`src/vga_defs.svh`:
```
// video output stage constants for widths, queue banks, burst headroom and fill colour
`ifndef VGA_DEFS_SVH
`define VGA_DEFS_SVH

////////////////////////////////////////////////////////////////////////////
// pixel format

`define VGA_COLOR_W       8           // bits per colour channel

////////////////////////////////////////////////////////////////////////////
// pixel queue

`define VGA_NUM_BANKS     6           // banks in the write rotation
`define VGA_BANK_DEPTH    4096        // words per bank, power of two
`define VGA_BANK_CNT_W    13          // holds 0 .. VGA_BANK_DEPTH
`define VGA_MAX_BURST     342         // room one memory burst needs
`define VGA_MAX_LANES     4           // pixels per write clock

// shown when the queue runs dry in the active area
`define VGA_FILL_COLOR    24'hFF_00_00

`endif

```
`src/vga_pkg.sv`:
```
// shared pixel, counter, modeline and sync types of the video output stage
`default_nettype none

`include "vga_defs.svh"

package vga_pkg;

   typedef struct packed {
      logic [`VGA_COLOR_W-1:0] r;
      logic [`VGA_COLOR_W-1:0] g;
      logic [`VGA_COLOR_W-1:0] b;
   } pixel_t;

   typedef logic [15:0] coord_t;       // pixel or line position
   typedef logic [7:0]  porch_t;       // porch or sync pulse width
   typedef logic [23:0] frame_cnt_t;   // pixels in one frame
   typedef logic [2:0]  bank_idx_t;    // 0 .. 5
   typedef logic [15:0] queue_cnt_t;   // pixels held over all banks

   typedef struct packed {
      coord_t h;                       // visible width
      porch_t hfp;
      porch_t hs;
      porch_t hbp;
      coord_t v;                       // visible height
      porch_t vfp;
      porch_t vs;
      porch_t vbp;
   } modeline_t;

   typedef struct packed {
      logic hsync;                     // active low
      logic vsync;                     // active low
      logic hblank;
      logic vblank;
      logic de;
   } vid_timing_t;

   typedef enum logic [1:0] {
      OUT_LIVE,
      OUT_WAIT_VBLANK,
      OUT_QUEUE
   } out_mode_e;

endpackage

`default_nettype wire

```
`src/vram_writer.sv`:
```
// write packer spreading up to four pixels per clock over the rotating queue banks
`timescale 1ns/1ps
`default_nettype none

`include "vga_defs.svh"

module vram_writer import vga_pkg::*; (
   input  logic                                clk_sys,
   input  logic                                vga_reset,
   input  logic                                vram_reset,
   input  modeline_t                           modeline,
   input  logic   [`VGA_MAX_LANES-1:0]         vram_wren,
   input  pixel_t [`VGA_MAX_LANES-1:0]         vram_pix,
   output logic   [`VGA_NUM_BANKS-1:0]         bank_wr,
   output pixel_t [`VGA_NUM_BANKS-1:0]         bank_din,
   output frame_cnt_t                          vram_pixels,
   output logic                                vram_end_frame
);

   bank_idx_t                          wr_base;        // bank taking lane 0
   logic      [2:0]                    lane_cnt;
   logic      [`VGA_NUM_BANKS-1:0]     wr_next;
   pixel_t    [`VGA_NUM_BANKS-1:0]     din_next;
   frame_cnt_t                         frame_pixels;   // h*v
   frame_cnt_t                         count_next;

   function automatic bank_idx_t bank_wrap(input bank_idx_t base, input logic [2:0] step);
      logic [3:0] sum;
      sum = {1'b0, base} + {1'b0, step};
      if (sum >= 4'(`VGA_NUM_BANKS)) begin
         sum = sum - 4'(`VGA_NUM_BANKS);
      end
      return sum[2:0];
   endfunction

   ////////////////////////////////////////////////////////////////////////////
   // lane k goes to bank (wr_base + k) mod 6

   always_comb begin
      bank_idx_t lane_bank;
      lane_bank = wr_base;
      lane_cnt  = '0;
      wr_next   = '0;
      din_next  = bank_din;                            // idle banks keep their word
      for (int k = 0; k < `VGA_MAX_LANES; k++) begin
         if (vram_wren[k]) begin
            lane_bank           = bank_wrap(wr_base, 3'(k));
            wr_next[lane_bank]  = 1'b1;
            din_next[lane_bank] = vram_pix[k];
            lane_cnt            = lane_cnt + 3'd1;
         end
      end
   end

   // restart at n once the frame was complete
   assign count_next = vram_end_frame ? frame_cnt_t'(lane_cnt)
                                      : vram_pixels + frame_cnt_t'(lane_cnt);

   always_ff @(posedge clk_sys) begin
      if (vga_reset || vram_reset) begin
         wr_base        <= '0;
         bank_wr        <= '0;
         vram_pixels    <= '0;
         vram_end_frame <= 1'b0;
         frame_pixels   <= frame_cnt_t'(modeline.h) * frame_cnt_t'(modeline.v);
      end else begin
         bank_wr <= wr_next;
         if (lane_cnt != '0) begin
            wr_base        <= bank_wrap(wr_base, lane_cnt);
            vram_pixels    <= count_next;
            vram_end_frame <= count_next >= frame_pixels;
         end
      end
   end

   always_ff @(posedge clk_sys) begin
      bank_din <= din_next;
   end

   // the rotation assumes lanes fill from lane 0 upward
   a_wren_thermo: assert property (@(posedge clk_sys) disable iff (vga_reset || vram_reset)
      vram_wren inside {4'b0000, 4'b0001, 4'b0011, 4'b0111, 4'b1111})
      else $error("write lanes not a thermometer code, %b", vram_wren);

endmodule

`default_nettype wire

```
`config.mk`:
```
export PLATFORM = sky130hd
export DESIGN_NAME = vram_writer
export DESIGN_NICKNAME = d
export VERILOG_FILES = /design/src/vga_pkg.sv /design/src/vram_writer.sv
export VERILOG_INCLUDE_DIRS = /design/src
export SDC_FILE = /design/constraint.sdc
export NUM_CORES = 1
export LEC_CHECK = 0
export ABC_AREA = 1
export BUFFER_PORTS_ARGS = -buffer_cell sky130_fd_sc_hd__buf_2
export CAP_MARGIN = 20
export CELL_PAD_IN_SITES_DETAIL_PLACEMENT = 1
export CELL_PAD_IN_SITES_GLOBAL_PLACEMENT = 1
export CORE_MARGIN = 3
export CORE_UTILIZATION = 42
export CTS_BUF_LIST = sky130_fd_sc_hd__clkbuf_4
export DETAILED_ROUTE_END_ITERATION = 8
export MAX_ROUTING_LAYER = met4
export PLACE_DENSITY_LB_ADDON = 0.2
export RECOVER_POWER = 25
export SLEW_MARGIN = 20
export SYNTH_ARGS = -nofsm -noshare
export SYNTH_HDL_FRONTEND = slang
export SYNTH_SLANG_ARGS = --single-unit
```
`constraint.sdc`:
```
create_clock -name clk_sys -period 7.45 [get_ports clk_sys]
set_input_delay 1.49 -clock clk_sys [delete_from_list [all_inputs] [get_ports clk_sys]]
set_output_delay 1.49 -clock clk_sys [all_outputs]
set_load 0.005 [all_outputs]
```
======== After elaboration in Yosys (flattened, before gate mapping) ========
Cells that the tools add are included.
storage, ports and cells
  flip-flop bits (word level) ............. 202
  bits of input ports ..................... 183
  output and inout port bits .............. 175
  word-level logic and storage cells ...... 102
operators by class
  add/subtract/negate cells ............... 13
  multipliers ............................. 1
  $lt $le $gt $ge ......................... 14
  multiplexer cells ....................... 42
  bitwise gates (word level) .............. 3
  reductions and logical operators ........ 6
operators with widths
  cell                                                               number
  bitwise mux 144 bit                                                4
  two-way mux 144 bit                                                4
  demux 24 bit (select 3 bit)                                        4
  two-way mux 24 bit                                                 5
  two-way mux 3 bit                                                  11
  adder 24 x 3 -> 24 bit                                             1
  greater-or-equal comparator 24 bit                                 1
  multiplier 16 x 16 -> 24 bit                                       1
  two-way mux 6 bit                                                  4
  bitwise OR 6 bit                                                   3
  greater-or-equal comparator 4 x 3 -> 1 bit, second input constant  4
  < comparator 3 x 4 -> 1 bit, second input constant                 4
  subtractor 3 bit, second input constant                            5
  demux 1 bit (select 3 bit)                                         4
  greater-or-equal comparator 3 x 1 -> 1 bit, second input constant  4
  adder 3 x 2 -> 4 bit, second input constant                        2
  adder 3 x 1 -> 3 bit, second input constant                        2
  two-way mux 1 bit                                                  5
  adder 3 x 1 -> 4 bit, second input constant                        1
  adder 3 x 3 -> 4 bit                                               1
  logical AND 1 bit                                                  4
  greater-or-equal comparator 3 bit, second input constant           1
  nonzero test 3 bit                                                 1
  adder 1 x 1 -> 2 bit, second input constant                        1
  other kinds (2)                                                    2

======== Depth between registers and ports, before layout ========
  depth in word-level cells ............... 15
  gate-level depth with buffers ........... 28
  depth with buffers taken out ............ 28

======== Worst setup path after synthesis ========
No wires, ideal clock.
  kind .................................... input -> register
  start ................................... input port modeline[31] (netlist bit)
  end ..................................... register frame_pixels[19] (data pin)
  library setup time ...................... 0.262 ns
  arrival time ............................ 6.264 ns
  required time ........................... 7.188 ns
  setup slack ............................. 0.924 ns
  stages .................................. 22
  buffers on the path ..................... 2
  cells stage by stage .................... clkbuf_1 -> clkbuf_1 -> nand2_1 -> fa_1 -> inv_1 -> fa_1 -> inv_1 -> fa_1 -> inv_1 -> fa_1 -> fa_1 -> inv_1 -> fa_1 -> inv_1 -> ha_1 -> nand2_1 -> nor2_1 -> nand2_1 -> a21oi_1 -> nor2_1 -> o21bai_1 -> xor2_1
between the ends
  cells in the longest elaborated chain, start to end .. 1
RTL lines
  element                       line               RTL
  start, declared               vram_writer.sv:11  input modeline_t modeline,
  multiplier 16 x 16 -> 24 bit  vram_writer.sv:65  frame_pixels <= frame_cnt_t'(modeline.h) * frame_cnt_t'(modeline.v);
  end signal, assigned          vram_writer.sv:65
  end, declared                 vram_writer.sv:24  frame_cnt_t frame_pixels;
No other way between the ends.
A chain may end at the register's enable or synchronous reset.

======== Final worst setup path ========
  start ................................... input port modeline[25] (netlist bit)
  end ..................................... register frame_pixels[18] (data pin)
The elaborated chain is that of the path after synthesis.

==> results.toml <==
[final_layout]
final_net_count = 3925
drive_gt1_frac = 0.120
final_util = 0.481
area_delta_synth_final_pct = 12.7
num-fill-cells = 6771
stdcell_count = 4181

[logic_synthesis]
synth_edf_count = 24
synth_xor_area_frac = 0.0120
synth.most_common_cell = "nand2_1"
ys_async_sr_fraction = 0
synth_top_family_by_area = "simple AND/OR/NAND/NOR gates"
postSynthCellCount = 3237
yosysUniqueCellTypes = 41
synth-seq-cells = 202
synth-compound-area-share = 0.127
syn-mean-instance-area_um2 = 6.50
yosys_warnings = 0
yosys.area_share.simple = 0.270
synthTopCellsByArea = "dfxtp_1 (17%), fa_1 (16%), nand2_1 (14%)"
yosysTopAreaCell = "dfxtp_1"
synthMuxAreaShare = 0
yosysTopAreaCellShare = 0.169
synth_common_cells = "nand2_1 (788), inv_1 (695), nor2_1 (236)"
synth_nets = 3700
synth_ff_type = "dfxtp_1"
ys_seq_area_frac = 0.204
synthAdderAreaFrac = 0.227
synth_area_mm2 = 0.0210

[place]
post-place-ws_ns = 0.576
io_buffers = 309
place_congestion = 0.900
dp_cells = 4063
hpwlAfterDp_um = 63600

[critical_path]
crit_path_end_kind = "register"
cp_slowest_cell = "fa_1"
worstSetupEndpoint = "frame_pixels[18]"
cp_cell_sequence = "buf_2, nand2_1, fa_1, fa_1, fa_1, inv_1, fa_1, fa_1, inv_1, fa_1, inv_1, ha_1, a21oi_1, a21boi_0, nor2_1, nor2_1, a21o_1, nand2_1"
critPathArrivalTime_ns = 6.68
path_max_fanout = 16
slowest_delay_ns = 0.55
r2r_setup_slack_ns = 3.47
crit_top_cell = "fa_1"
r2r_cells = 14
crit_family = "adder cells"
worstPathRequired_ns = 7.98
worstReg2RegStart = "wr_base[1]"
crit_path_start = "modeline[25]"
crit_buf_inv = 4
crit_cells = 18
startpoint_type = "input port"
timing.rr.end = "bank_din[130]"
crit_type = "in2reg"

[route]
drtIter0Drc = 1607
drtPass1Iterations = 5
vias_per_cell = 5.54
totalWireLength_um = 89300
drc = 0
via_count = 23200
wl_per_cell_um = 21.4
postRouteAntennaNets = 0

[grt]
grt_pass1_wl_um = 137000
antenna_found_initial = 5
grt_max_degree = 64
gr-total-overflow = 0
grt.total_usage = 0.340
grt_pass1_vias = 24400

[clock_tree]
cts-root-buf = "clkbuf_4"
cts_tree = "done"
ctsResizeCount = 0
clockBufferDepth = 3
clock_sinks = 202
cts_setup_buffers = 0
hold_buffers = 0
h-tree-depth = 2
cts_made_buffers = 60
worst_skew_pair.late_latency_ns = 0.85
path_clk_slew_ns = 0.07

[floorplan]
fp.coreArea_mm2 = 0.0493
fp.dieW_um = 230
die-area_mm2 = 0.0528
rows = 81
start_util = 0.427
pin_count = 358
die_y_um = 230

[sta]
hold_viol = 0
rsz0062_at_grt = "no"
tightest_slew_ns = 1.69
slew_headroom = -0.124
period_minus_slack_ns = 6.15
timing.final.crit_share = 0.825
fmax_ghz = 0.163
finClkSkew_ns = 0.0795
setup_violations = 0
finalSetupTns_ns = 0
drv_slew = 30
finalWorstSetupSlack_ns = 1.30

[power_and_ir_drop]
p_leak_nw = 13.2
total_power_w = 0.0101
power_per_cell_area_mw_per_mm2 = 426
peakVddDrop_v = 0.000340

[status]
violations = "max-capacitance violations, max-slew violations"
run_status = "finished, violations left"

[flow_run]
drv_cap = 1

[worst_hold_path]
hold_path_depth = 2
min_path_type = "reg2reg"
hold_start = "vram_pixels[2]"
-- state kept, by name, indices dropped and copies added, names as in the netlist --
name,cells
wr_base,3
frame_pixels,24
bank_din,144
vram_end_frame,1
vram_pixels,24
bank_wr,6
-- worst min-delay path by stage --
stage                endpoint  slack [ns]
2_1_floorplan  vram_pixels[2]        0.50
3_3_place_gp   vram_pixels[7]        0.54
3_5_place_dp   vram_pixels[8]        0.55
4_1_cts        vram_pixels[8]        0.56
5_1_grt        vram_pixels[2]        0.58
6_report       vram_pixels[2]        0.56
-- cell usage in the layout (no fill, tap or decap), types with 6 or more instances in the layout --
master	n
buf_4	31
o21ai_0	145
a21o_1	7
diode_2	7
a21oi_1	227
buf_2	267
xor2_1	22
inv_2	6
edfxtp_1	24
nor3_1	6
o211ai_1	47
clkbuf_1	45
nand2_1	785
o22ai_1	37
clkbuf_4	85
inv_1	694
nand4_1	77
fa_1	170
dfxtp_1	178
nand3_1	223
nand3_2	9
nor2_1	233
ha_1	110
o21ai_1	10
clkinv_1	21
-- area by class of cell --
class,count,area (um2),share of cell area
diodes,7,17.5,0.000739
clock buffers,85,638,0.0269
clock inverters,25,131,0.00554
inverters,700,2630,0.111
multi-input cells,2155,13400,0.567
flip-flops and latches,202,4280,0.181
well taps,664,831,0.0351
repair buffers,343,1740,0.0733
-- tightest hold or removal path, delay by kind of cell (launching register included) --
family | cells | cell delay [ns]
DFF | 1 | 0.35
and+or+nand+nor | 2 | 0.16
-- cell families (layout without fill, tap and decap cells) --
kind of cell	after synthesis	in the layout
AOI/OAI and AO/OA	489	489
xor gates and xnor gates	28	28
adders and majority gates	280	280
buffers and inverters	880	1153
DFF	202	202
other	0	7
and+or+nand+nor	1358	1358
-- through the flow --
stage / hold WS (ns) / instance area, um2
floorplan: 0.500 / 21000
global placement: 0.544 / 23000
detailed placement: 0.553 / 23000
CTS: 0.563 / 23700
global route: 0.579 / 23700
finish: 0.563 / 23700
-- power breakdown --
part,switching (W),leakage [nW],internal [W],total [W]
Combinational,0.00431,11.0,0.00254,0.00684
Clock,0.000577,0.451,0.000563,0.00114
Sequential,0.000321,1.73,0.00180,0.00212
Total,0.00520,13.2,0.00490,0.0101
-- routing by layer --
metal | global-route usage | share of wire
met1 | 0.424 | 0.42
met2 | 0.551 | 0.46
met3 | 0.0580 | 0.076
met4 | 0.137 | 0.045
met5 | - | 0
Power figures use the tool's default switching activity.
