==> src/vga_defs.svh <==
// video output stage constants for widths, queue banks, burst headroom and fill colour
`ifndef VGA_DEFS_SVH
`define VGA_DEFS_SVH

////////////////////////////////////////////////////////////////////////////
// pixel format

`define VGA_COLOR_W       8           // bits per colour channel

////////////////////////////////////////////////////////////////////////////
// pixel queue

`define VGA_NUM_BANKS     6           // banks in the write rotation
`define VGA_BANK_DEPTH    4096        // words per bank, power of two
`define VGA_BANK_CNT_W    13          // holds 0 .. VGA_BANK_DEPTH
`define VGA_MAX_BURST     342         // room one memory burst needs
`define VGA_MAX_LANES     4           // pixels per write clock

// shown when the queue runs dry in the active area
`define VGA_FILL_COLOR    24'hFF_00_00

`endif

==> src/vga_pkg.sv <==
// shared pixel, counter, modeline and sync types of the video output stage
`default_nettype none

`include "vga_defs.svh"

package vga_pkg;

   typedef struct packed {
      logic [`VGA_COLOR_W-1:0] r;
      logic [`VGA_COLOR_W-1:0] g;
      logic [`VGA_COLOR_W-1:0] b;
   } pixel_t;

   typedef logic [15:0] coord_t;       // pixel or line position
   typedef logic [7:0]  porch_t;       // porch or sync pulse width
   typedef logic [23:0] frame_cnt_t;   // pixels in one frame
   typedef logic [2:0]  bank_idx_t;    // 0 .. 5
   typedef logic [15:0] queue_cnt_t;   // pixels held over all banks

   typedef struct packed {
      coord_t h;                       // visible width
      porch_t hfp;
      porch_t hs;
      porch_t hbp;
      coord_t v;                       // visible height
      porch_t vfp;
      porch_t vs;
      porch_t vbp;
   } modeline_t;

   typedef struct packed {
      logic hsync;                     // active low
      logic vsync;                     // active low
      logic hblank;
      logic vblank;
      logic de;
   } vid_timing_t;

   typedef enum logic [1:0] {
      OUT_LIVE,
      OUT_WAIT_VBLANK,
      OUT_QUEUE
   } out_mode_e;

endpackage

`default_nettype wire

==> src/vga_pixel_out.sv <==
// pixel output stage choosing queue, live input, fill colour or black per pixel
`timescale 1ns/1ps
`default_nettype none

`include "vga_defs.svh"

module vga_pixel_out import vga_pkg::*; (
   input  logic                                clk_sys,
   input  logic                                vga_reset,
   input  logic                                vram_reset,
   input  logic                                ce_pix,
   input  logic                                vram_active,
   input  vid_timing_t                         timing,
   input  pixel_t                              pix_in,
   input  pixel_t [`VGA_NUM_BANKS-1:0]         bank_head,
   input  logic   [`VGA_NUM_BANKS-1:0]         bank_empty,
   output logic   [`VGA_NUM_BANKS-1:0]         bank_rd,
   output pixel_t                              rgb_out,
   output logic                                vram_synced
);

   out_mode_e mode;
   bank_idx_t rd_idx;          // next bank in the rotation
   bank_idx_t rd_idx_next;
   logic      pix_due;         // visible pixel owed by the queue
   logic      pop;

   assign pix_due     = ce_pix && vram_active && (mode == OUT_QUEUE) && timing.de;
   assign pop         = pix_due && !bank_empty[rd_idx];
   assign rd_idx_next = (rd_idx == bank_idx_t'(`VGA_NUM_BANKS - 1)) ? '0 : rd_idx + 3'd1;

   // head is shown ahead, so the pop and the capture share one edge
   always_comb begin
      bank_rd         = '0;
      bank_rd[rd_idx] = pop;
   end

   ////////////////////////////////////////////////////////////////////////////
   // mode FSM

   always_ff @(posedge clk_sys) begin
      if (vga_reset || vram_reset) begin
         mode <= OUT_WAIT_VBLANK;
      end else if (ce_pix) begin
         case (mode)
            OUT_LIVE: begin
               if (vram_active) mode <= OUT_WAIT_VBLANK;
            end
            OUT_WAIT_VBLANK: begin
               if (!vram_active) mode <= OUT_LIVE;
               else if (timing.vblank) mode <= OUT_QUEUE;  // frame start lines up
            end
            OUT_QUEUE: begin
               if (!vram_active) mode <= OUT_LIVE;
            end
            default: mode <= OUT_WAIT_VBLANK;
         endcase
      end
   end

   ////////////////////////////////////////////////////////////////////////////
   // pixel select

   always_ff @(posedge clk_sys) begin
      if (vga_reset || vram_reset) begin
         rd_idx      <= '0;
         rgb_out     <= '0;
         vram_synced <= 1'b1;
      end else if (ce_pix) begin
         if (!timing.de) begin
            rgb_out <= '0;                             // black in blanking
         end else if (!vram_active) begin
            rgb_out <= pix_in;                         // pass-through
         end else if (pop) begin
            rgb_out <= bank_head[rd_idx];
            rd_idx  <= rd_idx_next;
         end else if (pix_due) begin
            rgb_out     <= `VGA_FILL_COLOR;            // queue ran dry
            vram_synced <= 1'b0;                       // held until vram_reset
         end else begin
            rgb_out <= '0;                             // still waiting for vblank
         end
      end
   end

endmodule

`default_nettype wire

==> config.mk <==
export PLATFORM = sky130hd
export DESIGN_NAME = vga_pixel_out
export DESIGN_NICKNAME = d
export VERILOG_FILES = /design/src/vga_pkg.sv /design/src/vga_pixel_out.sv
export VERILOG_INCLUDE_DIRS = /design/src
export SDC_FILE = /design/constraint.sdc
export NUM_CORES = 1
export LEC_CHECK = 0
export CAP_MARGIN = 20
export CORE_AREA = 2 2 84 86
export CTS_CLUSTER_SIZE = 40
export DETAILED_ROUTE_END_ITERATION = 10
export DIE_AREA = 0 0 86 88
export DONT_BUFFER_PORTS = 1
export GPL_ROUTABILITY_DRIVEN = 0
export PLACE_DENSITY = 0.69
export SYNTH_ARGS = -nofsm -noshare
export SYNTH_HDL_FRONTEND = slang
export SYNTH_SLANG_ARGS = --single-unit
==> constraint.sdc <==
create_clock -name clk_sys -period 1.8 [get_ports clk_sys]
set_input_delay 0.09 -clock clk_sys [delete_from_list [all_inputs] [get_ports clk_sys]]
set_output_delay 0.09 -clock clk_sys [all_outputs]
set_load 0.005 [all_outputs]
; Yosys cells after proc, flatten, opt, wreduce, memory -nomap -nowiden
; Index checks and enable logic that the tools add are counted.
[totals]
reg_bits = 30
input_bits = 184
[classes]
n_addsub = 1
n_lt_le_gt_ge = 2
n_eq_ne = 6
mux = 16
bitwise_logic = 2
n_reduce_logical = 11
[op_table]
columns = operator, n
row1 = $mux W24, 5
row2 = $bmux W24 S3, 1
row3 = $mux W2, 4
row4 = $reduce_and A4 Y1, 2
row5 = $and A6 B6 Y6, 1
row6 = $pmux W2 S3, 1
row7 = $logic_and A1 B1 Y1, 5
row8 = $reduce_and A5 Y1, 1
row9 = $lt A3 B4 Y1 const B, 1
row10 = $ne A2 B2 Y1 const B, 2
row11 = $add A3 B1 Y3 const B, 1
row12 = $bmux W1 S3, 1
row13 = $demux W1 S3, 1
row14 = $eq A3 B3 Y1 const B, 1
row15 = $ge A3 B1 Y1 const B, 1
row16 = $mux W3, 1
row17 = $ne A3 B3 Y1 const B, 1
row18 = $eq A2 B1 Y1 const B, 1
row19 = $eq A2 B2 Y1 const B, 1
row20 = $logic_not A2 Y1, 1
row21 = $mux W1, 2
row22 = $logic_not A1 Y1, 1
row23 = $logic_or A1 B1 Y1, 1
row24 = $not A1 Y1, 1

; Longest topological paths before layout
[logic_depth]
word_depth = 7
ltp_mapped = 7
ltp_nobuf = 6

; Least setup slack after synthesis
; OpenSTA, ideal clock, no wires.
[synth_path]
path_type = register to output
from = reg mode[0]
to = out bank_rd[4]
arrival_time_ns = 1.427
t_required_ns = 1.710
slack_ns = 0.283
path_stages_with_launch = 8
cell_sequence = dfxtp_1 -> inv_1 -> ha_1 -> and4_1 -> o21a_1 -> buf_2 -> nand2_2 -> nor4b_2
[synth_via]
elab_chain_cells = 5
[synth_lines]
columns = item, line_no
row1 = start: declaration, vga_pixel_out.sv:22  ; out_mode_e mode;
row2 = start signal: assignment, vga_pixel_out.sv:43  ; mode <= OUT_WAIT_VBLANK;
row3 = start signal: assignment, vga_pixel_out.sv:47  ; if (vram_active) mode <= OUT_WAIT_VBLANK;
row4 = start signal: assignment, vga_pixel_out.sv:50  ; if (!vram_active) mode <= OUT_LIVE;
row5 = $eq A2 B2 Y1, vga_pixel_out.sv:28  ; assign pix_due = ce_pix && vram_active && (mode == OUT_QUEUE) && timing.de;
row6 = $logic_and A1 B1 Y1 (2 in a row), vga_pixel_out.sv:28
row7 = $logic_and A1 B1 Y1, vga_pixel_out.sv:29  ; assign pop = pix_due && !bank_empty[rd_idx];
row8 = $and A6 B6 Y6 (no source line), -
row9 = end: declaration, vga_pixel_out.sv:17  ; output logic [`VGA_NUM_BANKS-1:0] bank_rd,
; Every way passes these cells.

; Worst setup path in the final report
[layout_path]
from = reg rd_idx[0]
to = reg rgb_out[5] in the netlist's numbering
[layout_via]
elab_chain_cells = 7
[layout_lines]
columns = item, line_no
row1 = start: declaration, vga_pixel_out.sv:23  ; bank_idx_t rd_idx;
row2 = start signal: assignment, vga_pixel_out.sv:76  ; rd_idx <= rd_idx_next;
row3 = $bmux W1 S3, vga_pixel_out.sv:29
row4 = $mux W1 (implied by the code), vga_pixel_out.sv:29
row5 = $logic_not A1 Y1, vga_pixel_out.sv:29
row6 = $logic_and A1 B1 Y1, vga_pixel_out.sv:29
row7 = $mux W24 (*), vga_pixel_out.sv:74  ; end else if (pop) begin
row8 = $mux W24 (*), vga_pixel_out.sv:72  ; end else if (!vram_active) begin
row9 = $mux W24 (*), vga_pixel_out.sv:70  ; if (!timing.de) begin
row10 = end signal: assignment, vga_pixel_out.sv:73  ; rgb_out <= pix_in;
row11 = end signal: assignment, vga_pixel_out.sv:75  ; rgb_out <= bank_head[rd_idx];
row12 = end signal: assignment, vga_pixel_out.sv:78  ; rgb_out <= `VGA_FILL_COLOR;
row13 = end: declaration, vga_pixel_out.sv:18  ; output pixel_t rgb_out,
; Mark *: on every way between the ends. The rest lies on a longest branch, timed or not. The select of a mux whose other input is x is not followed.
; A chain may end at the register's enable or synchronous reset.

==> results.py <==
metrics = {
    "cts": {
        "clock_latency_ns": 0.28,
        "htree_levels": 2,
        "cts.sinks": 30,
        "cts_buffers": 5,
        "clockRootBuffer": "clkbuf_8",
        "path_clk_slew_ns": 0.07,
        "cts_tree": "yes",
        "cts_max_path_buffers": 2,
    },
    "power_and_ir_drop": {
        "power.switching_mw": 0.384,
        "leakage_nw": 0.960,
        "power.internal_mw": 1.11,
        "combPwrFrac": 0.135,
        "vdd_ir_drop_max_uv": 217,
        "swShare": 0.256,
        "clock_power_share": 0.412,
        "p_seq_frac": 0.452,
        "p_per_area_nw_per_um2": 415,
    },
    "timing": {
        "worst_pin_slew_ns": 0.504,
        "grt_setup_unrepaired": "no",
        "max-slew-margin-rel": 0.663,
        "min_period_ns": 1.73,
        "hold_viol_final": 0,
        "setup_viol": 0,
        "setup_ws_ns": 0.0728,
        "hold_slack_ns": 0.00914,
        "max_freq_ghz": 0.579,
        "slew_violations": 0,
        "clock_skew_ns": 0.00397,
        "post-route-period-util": 0.960,
        "tns_ns": 0,
    },
    "synthesis": {
        "synth-seq-area-share": 0.190,
        "synth.top_cells.by_area": "dfxtp_1 19%, mux2i_1 17%, a211oi_1 9.3%, a221oi_2 6.2%, a21boi_0 5.7%",
        "synth_edf_count": 0,
        "async_flop_share": 0,
        "synth_top_cell_area_share": 0.190,
        "synth_area_um2": 3160,
        "synthTopCellsByCount": "53 x mux2i_1, 39 x a211oi_1, 30 x dfxtp_1",
        "synth-main-ff-cell": "dfxtp_1",
        "synth_warnings": 0,
        "synth_nets": 562,
        "synthDistinctLibCells": 42,
        "synth.most_common_cell": "mux2i_1",
        "syn_inst": 375,
        "synth-seq-cells": 30,
        "syn_area_per_cell_um2": 8.43,
        "synth_largest_area_cell": "dfxtp_1",
    },
    "min_path": {
        "worstHoldPathCells": 2,
        "hold_start": "ce_pix",
        "hp-class": "primary input to register",
        "holdPathEnd": "mode[0]",
    },
    "layout": {
        "area_growth_pct": 14.2,
        "finish.instance_area_um2": 3610,
        "drive_gt1_frac": 0.218,
        "num_antenna_cells": 0,
        "nets": 558,
        "final_cell_count_no_fill": 452,
    },
    "critical_path": {
        "worstSetupStartpointType": "register",
        "critical_path_arrival_ns": 1.89,
        "r2r_start": "rd_idx[0]",
        "crit_path_start": "rd_idx[0]",
        "reg2reg_depth": 7,
        "required_ns": 1.96,
        "critPathCaptureType": "register",
        "critical_path_class": "register to register",
        "worstPathMaxFanout": 12,
        "reg2reg_to": "rgb_out[5]",
        "crit_slowest_cell": "dfxtp_4",
        "path_cells": "buf_12, or2_4, o22a_1, buf_12, buf_4, o211ai_1, a221oi_2",
        "ff2ff_setup_slack_ns": 0.07,
        "slowest_delay_ns": 0.37,
        "crit_top_cell": "buf_12",
    },
    "die": {
        "rows": 30,
        "dieArea_um2": 7570,
        "io_pins": 215,
        "die_h_um": 88,
        "initial_core_util": 0.476,
        "core_area_um2": 6640,
        "die_w_um": 86,
    },
    "placement": {
        "dp.cells": 431,
        "dpl_cell_area_um2": 3210,
        "dp_worst_setup_slack_ns": 0.0859,
        "io_buffers": 0,
        "dp_hpwl_um": 7370,
    },
    "outcome": {
        "outcome": "finished, final reports clean",
    },
    "drt": {
        "vias": 3064,
        "ant_nets": 0,
        "drc": 0,
        "vias_per_cell": 6.78,
        "firstDrtPassIters": 4,
        "first_iter_violations": 124,
        "drt-total-wl_um": 10000,
        "wire_per_inst_um": 22.2,
    },
    "grt": {
        "grt_pass1_vias": 2743,
        "grt_pass1_wl_um": 14400,
        "grt_max_degree": 64,
        "grt-ovfl-total": 0,
        "gr-usage-all-layers": 0.242,
        "antenna_found_initial": 0,
    },
    "flow_run": {
        "drv_cap": 0,
    },
}
[flip-flops by register name (all words and copies together), names as in the netlist]
signal and count:
rd_idx 3, rgb_out 24, mode 2, vram_synced 1
[how the worst max path moves through the flow]
stage | end
after floorplan | bank_rd[4]
after detailed placement | rgb_out[0]
after global routing | bank_rd[4]
after global placement | bank_rd[5]
after CTS | bank_rd[5]
final | rgb_out[5]
[cell type report]
| type | count | area (um^2) |
|---|---|---|
| clock buffer | 6 | 93.8 |
| clock inverter | 2 | 10.0 |
| fill | 605 | 3040 |
| inverter | 7 | 28.8 |
| multi-input combinational | 297 | 2340 |
| sequential | 30 | 613 |
| tap | 80 | 100 |
| timing repair buffer | 30 | 422 |
[cells in the final DEF (no fill, tap or decap), types with 7 or more instances in the layout]
cell	netlist	routed
buf_4	10	16
nor2_1	7	7
o211ai_1	24	24
a22oi_1	13	13
a211oi_1	39	38
nand2_1	26	26
o21ai_0	21	21
a221oi_2	13	13
a21boi_0	24	24
mux2i_1	53	50
a21oi_1	28	28
dfxtp_1	30	26
a211oi_2	9	10
[critical path, delay by kind of cell (launching register included)]
family	cells	cell delay, ns
compound gates	3	0.52
simple gates	1	0.26
buf+inv	3	0.45
flops	1	0.37
[power by group through the flow]
stage / sequential, mW / combinational (mW) / clock (mW)
final: 0.677 / 0.202 / 0.617
after global routing: 0.678 / 0.220 / 0.654
after CTS: 0.677 / 0.200 / 0.629
after detailed placement: 0.693 / 0.178 / 0
after global placement: 0.693 / 0.175 / 0
after floorplan: 0.694 / 0.151 / 0
[cell families after synthesis]
group	after synthesis	share of synthesized area
compound gates	184	0.442
fa+ha+maj	3	0.0119
buf+inv	48	0.0938
flops	30	0.190
mux	53	0.168
simple gates	57	0.0942
[per-layer routing]
metal  global-route usage  vias to the layer above  share of wire
li1                     -                     1461              -
met1                0.353                     1429           0.43
met2                0.377                      161           0.48
met3               0.0273                       13          0.079
met4               0.0635                        0          0.015
met5                    0                        -              0
[metrics by stage]
stage,power (mW),util
floorplan,0.845,-
global placement,0.868,0.484
detailed placement,0.871,0.484
CTS,1.51,0.535
global route,1.55,0.543
finish,1.50,0.543
[timing repair]
| item | CTS | global route |
|---|---|---|
| endpoints found under the setup margin | 6 | 9 |
| setup buffers | 7 | 0 |
| endpoints found under the hold margin | 4 | 0 |
| resized for setup | 15 | 6 |
| hold buffers | 2 | 0 |
| cloned | 3 | 1 |
| pin swaps | 4 | 1 |
Power figures use the tool's default switching activity.
